--- config.mk ---
export PLATFORM = sky130hd
export DESIGN_NAME = trap_regs_flat
export DESIGN_NICKNAME = d
export VERILOG_FILES = /design/src/core_pkg.sv /design/src/rob_if.sv /design/src/trap_regs.sv /design/src/flat_wrapper.sv
export SDC_FILE = /design/constraint.sdc
export NUM_CORES = 1
export LEC_CHECK = 0
export BUFFER_PORTS_ARGS = -buffer_cell sky130_fd_sc_hd__buf_2
export CAP_MARGIN = 10
export CORE_MARGIN = 2
export CORE_UTILIZATION = 38
export CTS_BUF_LIST = sky130_fd_sc_hd__clkbuf_16
export DETAILED_ROUTE_END_ITERATION = 12
export GPL_TIMING_DRIVEN = 0
export PLACE_DENSITY = 0.78
export SLEW_MARGIN = 20
export SYNTH_ARGS = -nofsm -noshare
export SYNTH_HDL_FRONTEND = slang
export SYNTH_SLANG_ARGS = --single-unit
--- constraint.sdc ---
create_clock -name clk -period 0.8 [get_ports clk]
set_input_delay 0.16 -clock clk [delete_from_list [all_inputs] [get_ports clk]]
set_output_delay 0.16 -clock clk [all_outputs]
set_load 0.02 [all_outputs]
--- src/core_pkg.sv ---
// ISA-level definitions shared across the core
package core_pkg;

    // Data and address width
    localparam int unsigned XLEN = 32;

    // Instruction word field positions
    localparam int unsigned RD_LSB     = 7;   // rd in bits 11..7
    localparam int unsigned FUNCT3_LSB = 12;  // funct3 in bits 14..12

    // Trap cause as recorded at commit
    typedef enum logic [1:0] {
        CAUSE_ILLEGAL  = 2'd0,  // Flagged by decode
        CAUSE_DIV_ZERO = 2'd1,  // Divide by zero from mul/div
        CAUSE_ACCESS   = 2'd2,  // Load/store access fault
        CAUSE_MISALIGN = 2'd3   // Load/store misaligned address
    } cause_t;

endpackage

--- src/rob_if.sv ---


// Trap capture and return address
interface trap_if;

    logic                      take;    // Trap taken this cycle
    core_pkg::cause_t          cause;   // Cause of the trap
    logic [core_pkg::XLEN-1:0] epc;     // PC of the faulting instruction
    logic [core_pkg::XLEN-1:0] ret_pc;  // Stored trap PC for mret

    modport commit (
        output take,
        output cause,
        output epc,
        input  ret_pc
    );

    modport regs (
        input  take,
        input  cause,
        input  epc,
        output ret_pc
    );

endinterface

--- src/trap_regs.sv ---
`timescale 1ns/100ps

// Machine trap state: exception PC and cause
module trap_regs (
    input  logic   clk,
    input  logic   rst,

    trap_if.regs   trap
);

    logic [core_pkg::XLEN-1:0] epc_q;
    core_pkg::cause_t          cause_q;

    // Loaded once per trap, then stable until the next one
    always_ff @(posedge clk) begin
        if (rst) begin
            epc_q   <= '0;
            cause_q <= core_pkg::CAUSE_ILLEGAL;
        end else if (trap.take) begin
            epc_q   <= trap.epc;
            cause_q <= trap.cause;
        end
    end

    assign trap.ret_pc = epc_q;  // mret resumes at the trapping PC

endmodule

--- src/flat_wrapper.sv ---
// flat-port wrapper written by rule: the top's interface ports become plain ports
module trap_regs_flat 
  (clk, rst, trap_take, trap_cause, trap_epc, trap_ret_pc);
  trap_if trap_i ();
  input  logic clk;
  input  logic rst;
  input wire logic [$bits(trap_i.take)-1:0] trap_take;
  input wire logic [$bits(trap_i.cause)-1:0] trap_cause;
  input wire logic [$bits(trap_i.epc)-1:0] trap_epc;
  output wire logic [$bits(trap_i.ret_pc)-1:0] trap_ret_pc;
  assign trap_i.take = trap_take;
  assign trap_i.cause = trap_cause;
  assign trap_i.epc = trap_epc;
  assign trap_ret_pc = trap_i.ret_pc;
  trap_regs u_core (.clk(clk), .rst(rst), .trap(trap_i));
endmodule
* Yosys cells after proc, flatten, opt, wreduce, memory -nomap -nowiden
Index checks and enable logic that the tools add are counted.
W data, S select, Z words.
** Word-level totals
- Register bits after elaboration :: 32
- Bits in latches :: 0
- Bits in writable memories :: 0
- Bits in read-only memories :: 0
- Bits of input ports :: 37
- Logic and storage cells :: 1
- Memories :: 0
** Operators by class
- Add/subtract/negate cells :: 0
- Multipliers :: 0
- Divide/modulo/power cells :: 0
- $lt $le $gt $ge :: 0
- Equality and inequality tests :: 0
- Shift operators :: 0
- Mux-type cells :: 0
- Bitwise gates (word level) :: 0
- Reduce and logical (&&, ||, !) cells :: 0

* Longest topological paths before layout
- Word-level depth :: 0
- Mapped depth :: 4
- Gate-level depth less buffers :: 2

* Worst setup path before layout
No wires, ideal clock.
- Path type :: input to register
- Start point :: in trap_take
- End point :: reg u_core.epc_q, in the netlist u_core.trap.ret_pc[0]
- Arrival :: 0.625 ns
- Slack :: 0.047 ns
- Cell stages on the path :: 4
- Cells stage by stage :: buf_6 > buf_12 > mux2i_1 > nor2_1
** RTL lines
- from (decl) :: RTL line flat_wrapper.sv:7 : input wire logic [$bits(trap_i.take)-1:0] trap_take;
- to (signal assigned) :: RTL line trap_regs.sv:20 : epc_q <= trap.epc;
- to (decl) :: RTL line trap_regs.sv:11 : logic [core_pkg::XLEN-1:0] epc_q;

* Worst setup path after layout
- Start point :: reg u_core.epc_q, in the netlist u_core.trap.ret_pc[7]
- End point :: out trap_ret_pc[7]
** RTL lines
- to (decl) :: RTL line flat_wrapper.sv:10 : output wire logic [$bits(trap_i.ret_pc)-1:0] trap_ret_pc;
No word-level cell between the ends.

==> results.json <==
{
  "synthSimpleGateAreaFrac_pct": 10.32,
  "path_clk_slew_ns": 0.05,
  "avgSynthCellArea_um2": 11.30,
  "rsz0062_at_grt": "true",
  "track_usage_pct": 16.16,
  "dpl.cell_count": 201,
  "h-tree-depth": 2,
  "hold_path.class": "in -> reg",
  "critPathSlowestCell": "dfxtp_2",
  "regArea_um2": 680.7,
  "die_h_um": 59.34,
  "routed-via-count": 995,
  "drt_iter0_drc": 14,
  "n_antenna_cell": 0,
  "grt_pass1_vias": 968,
  "cp-start-kind": "flop",
  "post-route-util_pct": 65.50,
  "synth-compound-area-share_pct": 0,
  "fmax_mhz": 1131,
  "setup_slack_ns": -0.08402,
  "fillers": 254,
  "synth_cell_types": 6,
  "totalWireLength_mm": 2.597,
  "coreArea_um2": 2978,
  "route.detailed.drc": 0,
  "antenna_left": 0,
  "finalCritPeriodShare_pct": 110.5,
  "cp.arrival_ns": 0.72,
  "multi_input_area_um2": 440.4,
  "final_common_cell": "buf_6",
  "rows": 20,
  "crit_required_ns": 0.64,
  "cts_inserted_buffers": 5,
  "wl_per_cell_um": 12.14,
  "critPathBufInv": 1,
  "worstSetupStartpoint": "u_core.trap.ret_pc[7]",
  "setup_violations": 32,
  "yosysTopAreaCellShare_pct": 55.05,
  "syn-cell-area_um2": 1164,
  "clk_latency_ns": 0.27,
  "yosysWarnings": 0,
  "die_w_um": 59.34,
  "syn_nets": 140,
  "area_growth_pct": 67.63,
  "worst_pin_slew_ns": 0.4182,
  "cp_num_cells": 1,
  "cts_tree": "done",
  "synth.area.top_cells": "dfxtp_1 (55%), mux2i_1 (28%), nor2_1 (10%)",
  "start_util_pct": 39.08,
  "r2r-start": "u_core.trap.ret_pc[15]",
  "violations": "setup timing",
  "synth_top_family_by_area": "multiplexers",
  "min_from": "rst",
  "cts_hold_repair.buffers": 0,
  "path_delay_family": "flip-flops",
  "slowest_delay_ns": 0.34,
  "min_period_ns": 0.8840,
  "nets": 217,
  "viasPerCell": 4.650,
  "synthMuxAreaShare_pct": 27.53,
  "slew_headroom_pct": 72.12,
  "cts_num_sinks": 32,
  "antenna_found_initial": 0,
  "grt_max_degree": 11,
  "postSynthCellCount": 103,
  "status": "complete, but fails checks",
  "hpwl_mm": 1.826,
  "dieArea_um2": 3521,
  "grt_pass1_wl_mm": 4.133,
  "ys_ff_latch": 32,
  "layout_common_cells": "buf_6 (34), buf_2 (33), mux2i_1 (32), nor2_1 (32), dfxtp_2 (32)",
  "synth_top_cell_by_area": "dfxtp_1",
  "critPathKind": "reg -> out",
  "seq_area_frac_synth_pct": 55.05,
  "cts_root_buffer": "clkbuf_16",
  "io_pins": 69,
  "dr.pass1.iters": 3,
  "holdPathStages": 2,
  "cts_max_path_buffers": 2,
  "cp_cell_sequence": "buf_6",
  "port_buffers": 65,
  "gp_congestion": 0.6387,
  "synth-xor-area-share_pct": 0,
  "fin_cells": 214,
  "synth-adder-area-share_pct": 0,
  "leakagePower_uw": 0.0009841,
  "maxSlewViolCount": 0,
  "largest_register_ffs": 32,
  "critPathMaxFanout": 2,
  "peakVddDrop_mv": 1.204,
  "finClkSkew_ns": 0,
  "cp-end-kind": "primary output",
  "drive_gt1_share_pct": 62.43,
  "reg2reg_depth": 3,
  "p_per_area_nw_per_um2": 2140,
  "hold_viol": 0,
  "pre_cts_ws_ns": -0.1280,
  "cap_viol_max_count": 0,
  "grt_overflow_total": 0
}
## cells in the mapped netlist
master	count
dfxtp_1	32
mux2i_1	32
nor2_1	32
buf_12	3
clkbuf_1	3
buf_6	1
## power breakdown
group	switching, uW	internal (uW)	total (uW)	leakage [uW]
Clock	591	1120	1710	0.0000710
Combinational	302	375	677	0.000638
Sequential	67.9	1710	1780	0.000275
## routing by layer
layer / share of wire, % / track usage (%)
met5: 0 / 0
met4: 1.5 / 7.792
met3: 6.4 / 5.895
met2: 54 / 26.22
met1: 38 / 18.72
## cell type report
type / count / share of cell area [%]
plain buffers: 7 / 4.233
multi-input cells: 64 / 22.58
clock inverters: 3 / 0.7056
clock buffers: 5 / 6.414
flip-flops and latches: 32 / 34.89
repair buffers: 70 / 29.06
well taps: 33 / 2.117
## worst paths after layout
kind                                  to  slack, ns
setup / recovery          trap_ret_pc[7]      -0.08
hold / removal    u_core.trap.ret_pc[30]       0.12
setup reg to reg  u_core.trap.ret_pc[15]       0.04
hold reg to reg   u_core.trap.ret_pc[25]       0.49
## worst reg2reg max path: stages, from the launching register on
cell     delay, ns
dfxtp_2       0.32
buf_4         0.13
mux2i_1       0.12
nor2_1        0.06
## what timing repair did
item / in CTS / in global routing
buffers inserted: 3 / 2
pin swaps: 0 / 0
setup endpoints to repair: 32 / 33
gates resized for setup: 96 / 1
## per-stage QoR
| step | total power (uW) | TNS [ns] | hold slack [ns] | instance area, um2 |
|---|---|---|---|---|
| 3_3_place_gp | 2294 | -1.541 | 0.3923 | 1530 |
| 2_1_floorplan | 2106 | 0 | 0.2324 | 1164 |
| 6_report | 4174 | -2.227 | 0.1240 | 1951 |
| 4_1_cts | 4232 | -2.446 | 0.1198 | 1932 |
| 5_1_grt | 4350 | -2.923 | 0.1362 | 1951 |
| 3_5_place_dp | 2318 | -2.759 | 0.4020 | 1530 |
## cells by family after synthesis
kind of cell / Yosys count
DFF: 32
muxes: 32
buffers and inverters: 7
and+or+nand+nor: 32
No activity file was read; power rests on OpenSTA's default activity.
